File: config.mk
export PLATFORM = sky130hd
export DESIGN_NAME = cpu
export DESIGN_NICKNAME = d
export VERILOG_FILES = /design/src/hdl/cpu_pkg.sv /design/src/hdl/mem_req_if.sv /design/src/hdl/memctrl.sv /design/src/hdl/regfile.sv /design/src/hdl/decoder.sv /design/src/hdl/execute.sv /design/src/hdl/sequencer.sv /design/src/hdl/cpu.sv
export SDC_FILE = /design/constraint.sdc
export NUM_CORES = 2
export LEC_CHECK = 0
export BUFFER_PORTS_ARGS = -buffer_cell sky130_fd_sc_hd__buf_2
export CELL_PAD_IN_SITES_DETAIL_PLACEMENT = 1
export CELL_PAD_IN_SITES_GLOBAL_PLACEMENT = 1
export CORE_MARGIN = 2
export CORE_UTILIZATION = 48
export DETAILED_ROUTE_END_ITERATION = 10
export PLACE_DENSITY = 0.85
export REMOVE_ABC_BUFFERS = 1
export SLEW_MARGIN = 20
export SYNTH_ARGS = -nofsm -noshare
export SYNTH_HDL_FRONTEND = slang
export SYNTH_SLANG_ARGS = --single-unit
File: constraint.sdc
create_clock -name clk_in -period 9.6 [get_ports clk_in]
set_input_delay 1.44 -clock clk_in [delete_from_list [all_inputs] [get_ports clk_in]]
set_output_delay 1.44 -clock clk_in [all_outputs]
set_load 0.01 [all_outputs]
File: src/hdl/cpu_pkg.sv
// shared widths, opcodes, operation and state enums
// and the memory map of the byte bus
`default_nettype none

package cpu_pkg;

    typedef logic [31:0] word_t;
    typedef logic [31:0] addr_t;
    typedef logic [4:0]  regnm_t;
    typedef logic [1:0]  mem_len_t;

    // size codes match funct3[1:0] of loads and stores
    localparam mem_len_t LEN_BYTE = 2'd0;
    localparam mem_len_t LEN_HALF = 2'd1;
    localparam mem_len_t LEN_WORD = 2'd2;

    // RV32I major opcodes
    localparam logic [6:0] OPC_LUI    = 7'b0110111;
    localparam logic [6:0] OPC_AUIPC  = 7'b0010111;
    localparam logic [6:0] OPC_JAL    = 7'b1101111;
    localparam logic [6:0] OPC_JALR   = 7'b1100111;
    localparam logic [6:0] OPC_BRANCH = 7'b1100011;
    localparam logic [6:0] OPC_LOAD   = 7'b0000011;
    localparam logic [6:0] OPC_STORE  = 7'b0100011;
    localparam logic [6:0] OPC_OPIMM  = 7'b0010011;
    localparam logic [6:0] OPC_OP     = 7'b0110011;

    // uart byte out and program stop
    localparam addr_t  IO_BASE      = 32'h0003_0000;
    localparam addr_t  IO_HALT_ADDR = 32'h0003_0004;
    localparam addr_t  RESET_PC     = 32'h0000_0000;
    localparam regnm_t DBG_REG      = 5'd10;

    typedef enum logic [4:0] {
        OP_ADD, OP_SUB, OP_SLL, OP_SLT, OP_SLTU, OP_XOR, OP_SRL, OP_SRA, OP_OR, OP_AND,
        OP_LUI, OP_AUIPC, OP_JAL, OP_JALR,
        OP_BEQ, OP_BNE, OP_BLT, OP_BGE, OP_BLTU, OP_BGEU,
        OP_LOAD, OP_STORE, OP_NOP
    } alu_op_e;

    typedef enum logic [2:0] {
        S_FETCH, S_FETCH_WAIT, S_DECODE, S_EXECUTE, S_MEM, S_MEM_WAIT, S_WRITEBACK
    } seq_state_e;

endpackage

`default_nettype wire

File: src/hdl/mem_req_if.sv
// word-level memory request channel, sequencer to memory controller
`timescale 1ns/10ps
`default_nettype none

interface mem_req_if import cpu_pkg::*; ();

    logic     en;
    logic     ls;
    mem_len_t len;
    addr_t    addr;
    word_t    wdata;
    logic     done;
    // zero-extended to len
    word_t    rdata;

    modport master (output en, ls, len, addr, wdata, input done, rdata);
    modport slave  (input en, ls, len, addr, wdata, output done, rdata);

endinterface

`default_nettype wire

File: src/hdl/memctrl.sv
// memory controller that splits word/half/byte requests into byte cycles
`timescale 1ns/10ps
`default_nettype none

module memctrl import cpu_pkg::*; (
    input  logic       clk_in,
    input  logic       rst,
    input  logic       rdy_in,
    input  logic       io_buffer_full,
    input  logic [7:0] mem_din,
    output logic [7:0] mem_dout,
    output addr_t      mem_a,
    output logic       mem_wr,
    mem_req_if.slave   req
);

    logic       busy;
    logic       done_q;
    logic       wr_q;
    logic [1:0] cnt;
    logic [1:0] nxt;
    logic [1:0] last;
    logic       io_hold;
    logic       start;
    logic       step;
    logic       cap_en;
    logic [1:0] cap_idx;
    word_t      buf_q;

    always_comb begin
        case (req.len)
            LEN_BYTE: last = 2'd0;
            LEN_HALF: last = 2'd1;
            default:  last = 2'd3;
        endcase
    end

    // uart byte waits here until the buffer drains
    assign io_hold = wr_q && (mem_a >= IO_BASE) && io_buffer_full;
    assign start   = rdy_in && req.en && !busy && !done_q;
    assign step    = rdy_in && busy && !io_hold;
    assign nxt     = cnt + 2'd1;
    assign mem_wr  = wr_q && rdy_in && !io_hold;
    assign req.done = done_q;

    always_ff @(posedge clk_in) begin
        if (rst) begin
            busy   <= 1'b0;
            done_q <= 1'b0;
            wr_q   <= 1'b0;
            cnt    <= 2'd0;
            mem_a  <= '0;
        end else if (rdy_in) begin
            done_q <= 1'b0;
            if (start) begin
                busy  <= 1'b1;
                cnt   <= 2'd0;
                wr_q  <= req.ls;
                mem_a <= req.addr;
            end else if (step && cnt == last) begin
                busy   <= 1'b0;
                wr_q   <= 1'b0;
                done_q <= 1'b1;
            end else if (step) begin
                cnt   <= nxt;
                mem_a <= mem_a + 32'd1;
            end
        end
    end

    always_ff @(posedge clk_in) begin
        if (start) begin
            mem_dout <= req.wdata[7:0];
        end else if (step && cnt != last) begin
            mem_dout <= req.wdata[8*nxt +: 8];
        end
    end

    // read data lags its address by one cycle even in a stall
    always_ff @(posedge clk_in) begin
        if (rst) begin
            cap_en <= 1'b0;
        end else begin
            cap_en <= rdy_in && busy && !wr_q;
        end
    end

    always_ff @(posedge clk_in) begin
        cap_idx <= cnt;
        if (cap_en) begin
            buf_q[8*cap_idx +: 8] <= mem_din;
        end
    end

    // last byte comes straight off the bus on the done cycle
    always_comb begin
        case (req.len)
            LEN_BYTE: req.rdata = {24'd0, mem_din};
            LEN_HALF: req.rdata = {16'd0, mem_din, buf_q[7:0]};
            default:  req.rdata = {mem_din, buf_q[23:0]};
        endcase
    end

    // a pending request keeps its fields until done
    assert property (@(posedge clk_in) disable iff (rst)
        req.en && !req.done |=> req.en && $stable(req.addr) && $stable(req.len)
            && $stable(req.ls) && $stable(req.wdata));

endmodule

`default_nettype wire

File: src/hdl/regfile.sv
// 32 x 32 register file, two read ports and one write port
`timescale 1ns/10ps
`default_nettype none

module regfile import cpu_pkg::*; (
    input  logic   clk_in,
    input  logic   rst,
    input  logic   rdy_in,
    input  regnm_t rs1,
    input  regnm_t rs2,
    output word_t  rs1_dt,
    output word_t  rs2_dt,
    input  logic   we,
    input  regnm_t rd,
    input  word_t  rd_dt,
    output word_t  dbg_dt
);

    word_t regs [32];

    always_ff @(posedge clk_in) begin
        if (rst) begin
            for (int i = 0; i < 32; i++) begin
                regs[i] <= '0;
            end
        end else if (rdy_in && we && rd != '0) begin
            regs[rd] <= rd_dt;
        end
    end

    // x0 is never written so it reads zero
    assign rs1_dt = regs[rs1];
    assign rs2_dt = regs[rs2];
    assign dbg_dt = regs[DBG_REG];

endmodule

`default_nettype wire

File: src/hdl/decoder.sv
// instruction decoder: operation, register numbers, immediate
`timescale 1ns/10ps
`default_nettype none

module decoder import cpu_pkg::*; (
    input  word_t      inst,
    output alu_op_e    op,
    output regnm_t     rs1,
    output regnm_t     rs2,
    output regnm_t     rd,
    output word_t      imm,
    output logic [2:0] funct3,
    output logic       writes_rd
);

    logic [6:0] opcode;
    logic       wr;
    alu_op_e    alu_op;

    assign opcode    = inst[6:0];
    assign rd        = inst[11:7];
    assign funct3    = inst[14:12];
    assign rs1       = inst[19:15];
    assign rs2       = inst[24:20];
    assign writes_rd = wr && (rd != '0);

    // OP and OP-IMM share the funct3 map, only OP has sub
    always_comb begin
        case (funct3)
            3'b000:  alu_op = (opcode == OPC_OP && inst[30]) ? OP_SUB : OP_ADD;
            3'b001:  alu_op = OP_SLL;
            3'b010:  alu_op = OP_SLT;
            3'b011:  alu_op = OP_SLTU;
            3'b100:  alu_op = OP_XOR;
            3'b101:  alu_op = inst[30] ? OP_SRA : OP_SRL;
            3'b110:  alu_op = OP_OR;
            default: alu_op = OP_AND;
        endcase
    end

    always_comb begin
        op  = OP_NOP;
        wr  = 1'b0;
        imm = {{20{inst[31]}}, inst[31:20]};
        case (opcode)
            OPC_LUI, OPC_AUIPC: begin
                op  = (opcode == OPC_LUI) ? OP_LUI : OP_AUIPC;
                wr  = 1'b1;
                imm = {inst[31:12], 12'd0};
            end
            OPC_JAL: begin
                op  = OP_JAL;
                wr  = 1'b1;
                imm = {{11{inst[31]}}, inst[31], inst[19:12], inst[20], inst[30:21], 1'b0};
            end
            OPC_BRANCH: begin
                imm = {{19{inst[31]}}, inst[31], inst[7], inst[30:25], inst[11:8], 1'b0};
                case (funct3)
                    3'b000:  op = OP_BEQ;
                    3'b001:  op = OP_BNE;
                    3'b100:  op = OP_BLT;
                    3'b101:  op = OP_BGE;
                    3'b110:  op = OP_BLTU;
                    3'b111:  op = OP_BGEU;
                    default: op = OP_NOP;
                endcase
            end
            OPC_STORE: begin
                op  = OP_STORE;
                imm = {{20{inst[31]}}, inst[31:25], inst[11:7]};
            end
            OPC_JALR: begin
                op = OP_JALR;
                wr = 1'b1;
            end
            OPC_LOAD: begin
                op = OP_LOAD;
                wr = 1'b1;
            end
            OPC_OPIMM, OPC_OP: begin
                op = alu_op;
                wr = 1'b1;
            end
            // unknown opcodes fall through as nop
            default: ;
        endcase
    end

endmodule

`default_nettype wire

File: src/hdl/execute.sv
// ALU, branch compare, jump target and link address
`timescale 1ns/10ps
`default_nettype none

module execute import cpu_pkg::*; (
    input  alu_op_e op,
    input  addr_t   pc,
    input  word_t   rs1_dt,
    input  word_t   rs2_dt,
    input  word_t   imm,
    output word_t   result,
    output logic    taken,
    output addr_t   target
);

    word_t link;
    word_t eff;

    assign link = pc + 32'd4;
    assign eff  = rs1_dt + imm;

    // rs2_dt carries the immediate for OP-IMM
    always_comb begin
        result = '0;
        taken  = 1'b0;
        target = pc + imm;
        case (op)
            OP_ADD:   result = rs1_dt + rs2_dt;
            OP_SUB:   result = rs1_dt - rs2_dt;
            OP_SLL:   result = rs1_dt << rs2_dt[4:0];
            OP_SLT:   result = {31'd0, $signed(rs1_dt) < $signed(rs2_dt)};
            OP_SLTU:  result = {31'd0, rs1_dt < rs2_dt};
            OP_XOR:   result = rs1_dt ^ rs2_dt;
            OP_SRL:   result = rs1_dt >> rs2_dt[4:0];
            OP_SRA:   result = $signed(rs1_dt) >>> rs2_dt[4:0];
            OP_OR:    result = rs1_dt | rs2_dt;
            OP_AND:   result = rs1_dt & rs2_dt;
            OP_LUI:   result = imm;
            OP_AUIPC: result = pc + imm;
            OP_JAL: begin
                result = link;
                taken  = 1'b1;
            end
            OP_JALR: begin
                result = link;
                taken  = 1'b1;
                target = {eff[31:1], 1'b0};
            end
            OP_BEQ:   taken = rs1_dt == rs2_dt;
            OP_BNE:   taken = rs1_dt != rs2_dt;
            OP_BLT:   taken = $signed(rs1_dt) < $signed(rs2_dt);
            OP_BGE:   taken = $signed(rs1_dt) >= $signed(rs2_dt);
            OP_BLTU:  taken = rs1_dt < rs2_dt;
            OP_BGEU:  taken = rs1_dt >= rs2_dt;
            // effective address
            OP_LOAD, OP_STORE: result = eff;
            default: ;
        endcase
    end

endmodule

`default_nettype wire

File: src/hdl/sequencer.sv
// instruction sequencer with the pc, instruction register and the
// fetch / decode / execute / memory / writeback FSM
`timescale 1ns/10ps
`default_nettype none

module sequencer import cpu_pkg::*; (
    input  logic       clk_in,
    input  logic       rst,
    input  logic       rdy_in,
    mem_req_if.master  mem,
    output word_t      inst,
    input  alu_op_e    dec_op,
    input  regnm_t     dec_rd,
    input  word_t      dec_imm,
    input  logic [2:0] dec_funct3,
    input  logic       dec_writes_rd,
    output alu_op_e    ex_op,
    output addr_t      ex_pc,
    output word_t      ex_rs1_dt,
    output word_t      ex_rs2_dt,
    output word_t      ex_imm,
    input  word_t      ex_result,
    input  logic       ex_taken,
    input  addr_t      ex_target,
    input  word_t      rf_rs1_dt,
    input  word_t      rf_rs2_dt,
    output logic       rf_we,
    output regnm_t     rf_rd,
    output word_t      rf_rd_dt
);

    seq_state_e state;
    addr_t      pc;
    word_t      ir;
    word_t      rs1_q;
    word_t      rs2_q;
    word_t      imm_q;
    word_t      res_q;
    alu_op_e    op_q;
    regnm_t     rd_q;
    logic [2:0] funct3_q;
    logic       wrd_q;
    logic       in_mem;
    word_t      load_dt;

    assign inst      = ir;
    assign ex_op     = op_q;
    assign ex_pc     = pc;
    assign ex_rs1_dt = rs1_q;
    assign ex_rs2_dt = (ir[6:0] == OPC_OPIMM) ? imm_q : rs2_q;
    assign ex_imm    = imm_q;

    // request fields are stable for the whole wait state
    assign in_mem    = (state == S_MEM) || (state == S_MEM_WAIT);
    assign mem.en    = (state == S_FETCH_WAIT) || (state == S_MEM_WAIT);
    assign mem.ls    = in_mem && (op_q == OP_STORE);
    assign mem.len   = in_mem ? mem_len_t'(funct3_q[1:0]) : LEN_WORD;
    assign mem.addr  = in_mem ? res_q : pc;
    assign mem.wdata = rs2_q;

    assign rf_we    = (state == S_WRITEBACK) && wrd_q;
    assign rf_rd    = rd_q;
    assign rf_rd_dt = res_q;

    // lbu and lhu arrive zero-extended and lb and lh get their sign here
    always_comb begin
        case (funct3_q)
            3'b000:  load_dt = {{24{mem.rdata[7]}}, mem.rdata[7:0]};
            3'b001:  load_dt = {{16{mem.rdata[15]}}, mem.rdata[15:0]};
            default: load_dt = mem.rdata;
        endcase
    end

    always_ff @(posedge clk_in) begin
        if (rst) begin
            state <= S_FETCH;
            pc    <= RESET_PC;
            wrd_q <= 1'b0;
        end else if (rdy_in) begin
            case (state)
                S_FETCH:      state <= S_FETCH_WAIT;
                S_FETCH_WAIT: state <= mem.done ? S_DECODE : S_FETCH_WAIT;
                S_DECODE: begin
                    wrd_q <= dec_writes_rd;
                    state <= S_EXECUTE;
                end
                S_EXECUTE: begin
                    if (op_q == OP_LOAD || op_q == OP_STORE) begin
                        state <= S_MEM;
                    end else begin
                        state <= S_WRITEBACK;
                    end
                end
                S_MEM:        state <= S_MEM_WAIT;
                S_MEM_WAIT:   state <= mem.done ? S_WRITEBACK : S_MEM_WAIT;
                S_WRITEBACK: begin
                    // execute inputs are still held so taken is valid here
                    pc    <= ex_taken ? ex_target : pc + 32'd4;
                    state <= S_FETCH;
                end
                default:      state <= S_FETCH;
            endcase
        end
    end

    always_ff @(posedge clk_in) begin
        if (rdy_in) begin
            if (state == S_FETCH_WAIT && mem.done) begin
                ir <= mem.rdata;
            end
            if (state == S_DECODE) begin
                op_q     <= dec_op;
                rd_q     <= dec_rd;
                imm_q    <= dec_imm;
                funct3_q <= dec_funct3;
                rs1_q    <= rf_rs1_dt;
                rs2_q    <= rf_rs2_dt;
            end
            if (state == S_EXECUTE) begin
                res_q <= ex_result;
            end
            if (state == S_MEM_WAIT && mem.done && op_q == OP_LOAD) begin
                res_q <= load_dt;
            end
        end
    end

    // no done pulse outside the fetch and memory waits
    assert property (@(posedge clk_in) disable iff (rst)
        state inside {S_DECODE, S_EXECUTE, S_WRITEBACK} |-> !mem.done);

endmodule

`default_nettype wire

File: src/hdl/cpu.sv
// RV32I multi-cycle core on an 8-bit memory bus
`timescale 1ns/10ps
`default_nettype none

module cpu import cpu_pkg::*; (
    input  logic       clk_in,
    input  logic       rst,
    input  logic       rdy_in,
    input  logic [7:0] mem_din,
    output logic [7:0] mem_dout,
    output addr_t      mem_a,
    output logic       mem_wr,
    input  logic       io_buffer_full,
    output word_t      dbgreg_dout
);

    word_t      ir;
    alu_op_e    dec_op;
    regnm_t     dec_rs1;
    regnm_t     dec_rs2;
    regnm_t     dec_rd;
    word_t      dec_imm;
    logic [2:0] dec_funct3;
    logic       dec_writes_rd;
    alu_op_e    ex_op;
    addr_t      ex_pc;
    word_t      ex_rs1_dt;
    word_t      ex_rs2_dt;
    word_t      ex_imm;
    word_t      ex_result;
    logic       ex_taken;
    addr_t      ex_target;
    word_t      rf_rs1_dt;
    word_t      rf_rs2_dt;
    logic       rf_we;
    regnm_t     rf_rd;
    word_t      rf_rd_dt;

    mem_req_if mem_req ();

    memctrl memctrl_i (
        .clk_in, .rst, .rdy_in, .io_buffer_full,
        .mem_din, .mem_dout, .mem_a, .mem_wr,
        .req(mem_req.slave)
    );

    // register numbers go straight from the decoder to the read ports
    regfile regfile_i (
        .clk_in, .rst, .rdy_in,
        .rs1(dec_rs1), .rs2(dec_rs2), .rs1_dt(rf_rs1_dt), .rs2_dt(rf_rs2_dt),
        .we(rf_we), .rd(rf_rd), .rd_dt(rf_rd_dt), .dbg_dt(dbgreg_dout)
    );

    decoder decoder_i (
        .inst(ir), .op(dec_op), .rs1(dec_rs1), .rs2(dec_rs2), .rd(dec_rd),
        .imm(dec_imm), .funct3(dec_funct3), .writes_rd(dec_writes_rd)
    );

    execute execute_i (
        .op(ex_op), .pc(ex_pc), .rs1_dt(ex_rs1_dt), .rs2_dt(ex_rs2_dt), .imm(ex_imm),
        .result(ex_result), .taken(ex_taken), .target(ex_target)
    );

    sequencer sequencer_i (
        .clk_in, .rst, .rdy_in, .mem(mem_req.master), .inst(ir),
        .dec_op, .dec_rd, .dec_imm, .dec_funct3, .dec_writes_rd,
        .ex_op, .ex_pc, .ex_rs1_dt, .ex_rs2_dt, .ex_imm,
        .ex_result, .ex_taken, .ex_target,
        .rf_rs1_dt, .rf_rs2_dt, .rf_we, .rf_rd, .rf_rd_dt
    );

endmodule

`default_nettype wire

==> results summary <==
The flow ran to the end, and the final reports show no timing, DRC or antenna violations. Yosys attributes the largest share of cell area to sky130_fd_sc_hd__edfxtp_1 46%, sky130_fd_sc_hd__mux4_2 18%, sky130_fd_sc_hd__and2_1 8.1%, sky130_fd_sc_hd__ha_1 2.6%, sky130_fd_sc_hd__clkbuf_1 2.3%. The number of port buffers is 84. The min-delay analysis places its worst path in the category reg -> reg. The synthesized design contains 1305 register bits.

The nature of the critical path endpoint is a register. The clock latency on the worst-skew pair came out at 0.90 ns. The maximum VDD drop came out at 191 uV. The total core area came out at 167000 um^2. The arrival time of data at the critical path endpoint is 8.08 ns.

The number of buffers added by the clock tree synthesis step came out at 149. The worst relative slew slack came out at 14.8%. Cells with a size suffix above 1 make up 21.6% of the layout. The highest cell delay on the worst timing path is 0.76 ns.

The sequential fraction of the synthesis area is 47.7%. The global-route wire length before repair came out at 554 mm. The floorplan has 150 rows. During synthesis, Yosys emitted a total of 0 warnings. STA classifies the critical path startpoint as a register. The post-CTS setup buffer count came out at 0.

The total routing usage reported by global routing is 47.0%. The share of synthesized registers carrying an async set or reset is 0%. The setup skew after layout came out at 0.0880 ns. Of all nets on the critical path, the largest fanout is 53.

The routed length per placed instance came out at 46.3 um. The number of H-tree branching levels is 4. The cell area after synthesis is 80600 um^2. At the end of routability-driven placement, the weighted congestion stood at 1.05. The total of endpoints with negative setup slack in the final report came out at 0. For this design the top-level I/O count stands at 85.

In this run the power density over the cells is 146 nW/um^2. In the synthesized netlist the dominant register cell turns out to be sky130_fd_sc_hd__edfxtp_1. On the critical path, the stage with the largest delay is an instance of sky130_fd_sc_hd__nor3b_2. The initial standard-cell utilization of the core is 48.3%. The vertical die dimension came out at 414 um. The floorplan step set the die width to 414 um. The total number of vias came out at 68188. The slew at the pin closest to its max-slew limit is 1.28 ns. The routed design has 404 mm of wire.

The post-detailed-placement cell area came out at 84000 um^2. The remaining routing DRC violations came out at 0. The largest net degree at the start of global routing is 135. The minimum clock period after layout is 7.31 ns. The CTS tree is done. The post-synthesis instance total is 6478.

The final layout net count is 6563. The CTS sink count came out at 1305. CTS placed an instance of sky130_fd_sc_hd__clkbuf_16 at the clock tree root. The estimated wirelength of the detail-placed design is 250 mm. For this run the aggregate overflow at the end of global routing stands at 0.

The hold violation count in the final report is 0. For this block, the initial DRC count from the detailed router was 12191. Derived from the worst setup path, the maximum achievable clock frequency is 0.137 GHz.

The area overhead of the layout relative to synthesis came out at 10.7%. Data on the critical path is required at its endpoint by 10.37 ns. In this design, the critical path's most frequently occurring cell is sky130_fd_sc_hd__a21oi_1. The type of the worst setup path is reg -> reg. The initial antenna violation count came to 50.

Of all cell types, the one taking the most synthesized area is sky130_fd_sc_hd__edfxtp_1. The sum of negative setup slack is 0 ns. The count of instances resized after the clock tree is built came out at 0. The CTS clock-pin slew for the worst setup and hold paths came out at 0.06 ns. The finished cells cover 89200 um^2.

The hold buffer count at cts is 0. The internal reg-to-reg setup slack is 2.29 ns. A synthesized cell averages 12.4 um^2. The share of the cycle needed by the critical path after routing is 76.2%. Setup repair after global routing left no endpoint under its margin. The number of max-cap violations came out at 0. The number of library cell types mapped by synthesis came out at 98.

The total iterations of the first detailed-routing run came out at 7. The via density per instance is 7.80. The signal on the critical path passes through nor3b_2 > nand2_1 > buf_4 > mux2_2 > inv_1 > ha_1 > clkinv_1 > a21oi_1 > o21ai_0 > a21oi_1 > a31oi_1 > or4_1 > o21ai_0 > nand3_4 > nor4_1 > a21oi_1 > a21oi_1. In this run, synthesis inferred 1229 flip-flops with an integrated enable.

The floorplan step defined a die boundary enclosing 171000 um^2. The number of global-route vias before repair is 68596. The share of the synthesized area in the top cell type is 45.8%. The worst-case clock buffer depth is 3. For this design the static power due to leakage is 31.9 nW. The detail route stage leaves a number of antenna-violating nets equal to 0.

The number of slew-limit violations in the final report was 0.
-- cell usage in the layout, fill, tap and decap left out, drive strengths merged, types with 17 or more instances in the layout --
master / instances
a211oi: 48
a21o: 74
a21oi: 287
a221oi: 28
a22oi: 32
a311oi: 47
a31oi: 50
and2: 1052
and3: 41
buf: 297
clkbuf: 183
clkinv: 77
conb: 32
dfxtp: 76
diode: 34
edfxtp: 1229
ha: 165
inv: 124
mux2: 121
mux2i: 62
mux4: 656
nand2: 388
nand2b: 45
nand3: 124
nand4: 34
nor2: 293
nor2b: 44
nor3: 74
nor4: 33
o211ai: 59
o21a: 18
o21ai: 241
o21bai: 22
o221ai: 25
o22ai: 39
or3: 17
xnor2: 102
xor2: 40
-- synth_stat cells (16+ instances only) --
master                      instances
sky130_fd_sc_hd__nand3_1          123
sky130_fd_sc_hd__nor3_1            74
sky130_fd_sc_hd__nand2_1          388
sky130_fd_sc_hd__nor2b_1           44
sky130_fd_sc_hd__dfxtp_1           76
sky130_fd_sc_hd__ha_1             165
sky130_fd_sc_hd__o22ai_1           39
sky130_fd_sc_hd__a211oi_1          48
sky130_fd_sc_hd__o31ai_1           16
sky130_fd_sc_hd__nor2_1           292
sky130_fd_sc_hd__edfxtp_1        1229
sky130_fd_sc_hd__xor2_1            40
sky130_fd_sc_hd__a311oi_1          47
sky130_fd_sc_hd__o211ai_1          58
sky130_fd_sc_hd__nand2b_1          45
sky130_fd_sc_hd__a31oi_1           47
sky130_fd_sc_hd__o21ai_0          227
sky130_fd_sc_hd__a21o_1            74
sky130_fd_sc_hd__clkbuf_1         485
sky130_fd_sc_hd__inv_1            121
sky130_fd_sc_hd__and3_1            41
sky130_fd_sc_hd__a221oi_1          28
sky130_fd_sc_hd__nor4_1            28
sky130_fd_sc_hd__buf_1             70
sky130_fd_sc_hd__mux2i_1           62
sky130_fd_sc_hd__a22oi_1           32
sky130_fd_sc_hd__mux4_2           656
sky130_fd_sc_hd__nand4_1           34
sky130_fd_sc_hd__o2111ai_1         16
sky130_fd_sc_hd__and2_1          1047
sky130_fd_sc_hd__o21bai_1          22
sky130_fd_sc_hd__mux2_2           121
sky130_fd_sc_hd__or3_1             17
sky130_fd_sc_hd__o221ai_1          25
sky130_fd_sc_hd__o21a_1            18
sky130_fd_sc_hd__a21oi_1          286
sky130_fd_sc_hd__xnor2_1          102
-- cells by family (layout without fill, tap and decap cells) --
kind of cell | Yosys count | after routing | synth area share [%]
compound gates | 1120 | 1120 | 9.15
xor+xnor | 142 | 142 | 1.54
fa+ha+maj | 168 | 168 | 2.64
buf+inv | 700 | 692 | 3.32
flops | 1305 | 1305 | 47.7
mux | 839 | 839 | 20.8
other cells | 1 | 66 | 0.00465
simple gates | 2203 | 2203 | 14.9
-- area by class of cell --
| type | instances | area [um^2] |
|---|---|---|
| clock buffers | 183 | 3890 |
| inverters | 126 | 474 |
| clock inverters | 86 | 973 |
| flip-flops and latches | 1305 | 38400 |
| repair buffers | 297 | 2300 |
| multi-input cells | 4504 | 40300 |
| well taps | 2204 | 2760 |
| fillers | 16567 | 77800 |
| diodes | 34 | 85.1 |
-- metrics by stage --
stage	cells	worst slack [ns]	power (mW)	hold slack [ns]	utilization, %
finish	8739	2.29	13.0	0.424	53.4
floorplan	5935	-1.95	6.83	0.426	-
CTS	8695	2.57	12.9	0.433	53.2
global placement	8422	2.78	7.06	0.411	50.3
global route	8711	2.11	13.1	0.456	53.4
detailed placement	8426	2.67	7.12	0.427	50.3
-- layer usage --
| layer | vias to the layer above | wire, um | track usage, % |
|---|---|---|---|
| met4 | 29 | 46800 | 44.3 |
| met2 | 7475 | 174000 | 68.5 |
| met5 | - | 241 | 0 |
| met3 | 2491 | 58300 | 18.3 |
| met1 | 33619 | 125000 | 52.6 |
| li1 | 24574 | - | - |
-- sequential cells by signal (all words and copies together) (netlist names), 3 cells and up --
signal,count
sequencer_i.rf_rd_dt,32
memctrl_i.mem_a,32
regfile_i.regs,1024
sequencer_i.ex_imm,32
memctrl_i.buf_q,24
sequencer_i.state,3
sequencer_i.mem.wdata,32
sequencer_i.rf_rd,5
sequencer_i.ex_rs1_dt,32
sequencer_i.ex_op,5
sequencer_i.inst,32
sequencer_i.funct3_q,3
memctrl_i.mem_dout,8
sequencer_i.ex_pc,32
-- final timing paths --
kind | from | endpoint | cells after the start
worst max register to register | sequencer_i.inst[6] | sequencer_i.ex_pc[8] | 17
worst min register to register | memctrl_i.cnt[1] | memctrl_i.cap_idx[1] | 0
worst min-delay path | memctrl_i.cnt[1] | memctrl_i.cap_idx[1] | 0
worst max-delay path | sequencer_i.inst[6] | sequencer_i.ex_pc[8] | 17
-- worst max-delay path, delay by kind of cell, from the launching register on --
kind / cells / cell delay [ns]
adders and majority gates: 1 / 0.62
muxes: 1 / 0.34
AOI/OAI and AO/OA: 7 / 1.83
DFF: 1 / 0.56
and+or+nand+nor: 5 / 2.85
buffers and inverters: 3 / 0.86
-- report_power, final --
group | internal [mW] | switching [mW] | leakage (nW)
clock | 3.17 | 2.74 | 2.33
combinational | 0.200 | 0.367 | 16.5
sequential | 6.38 | 0.160 | 13.1
total | 9.75 | 3.26 | 31.9
(Power assumes the default switching activity.)
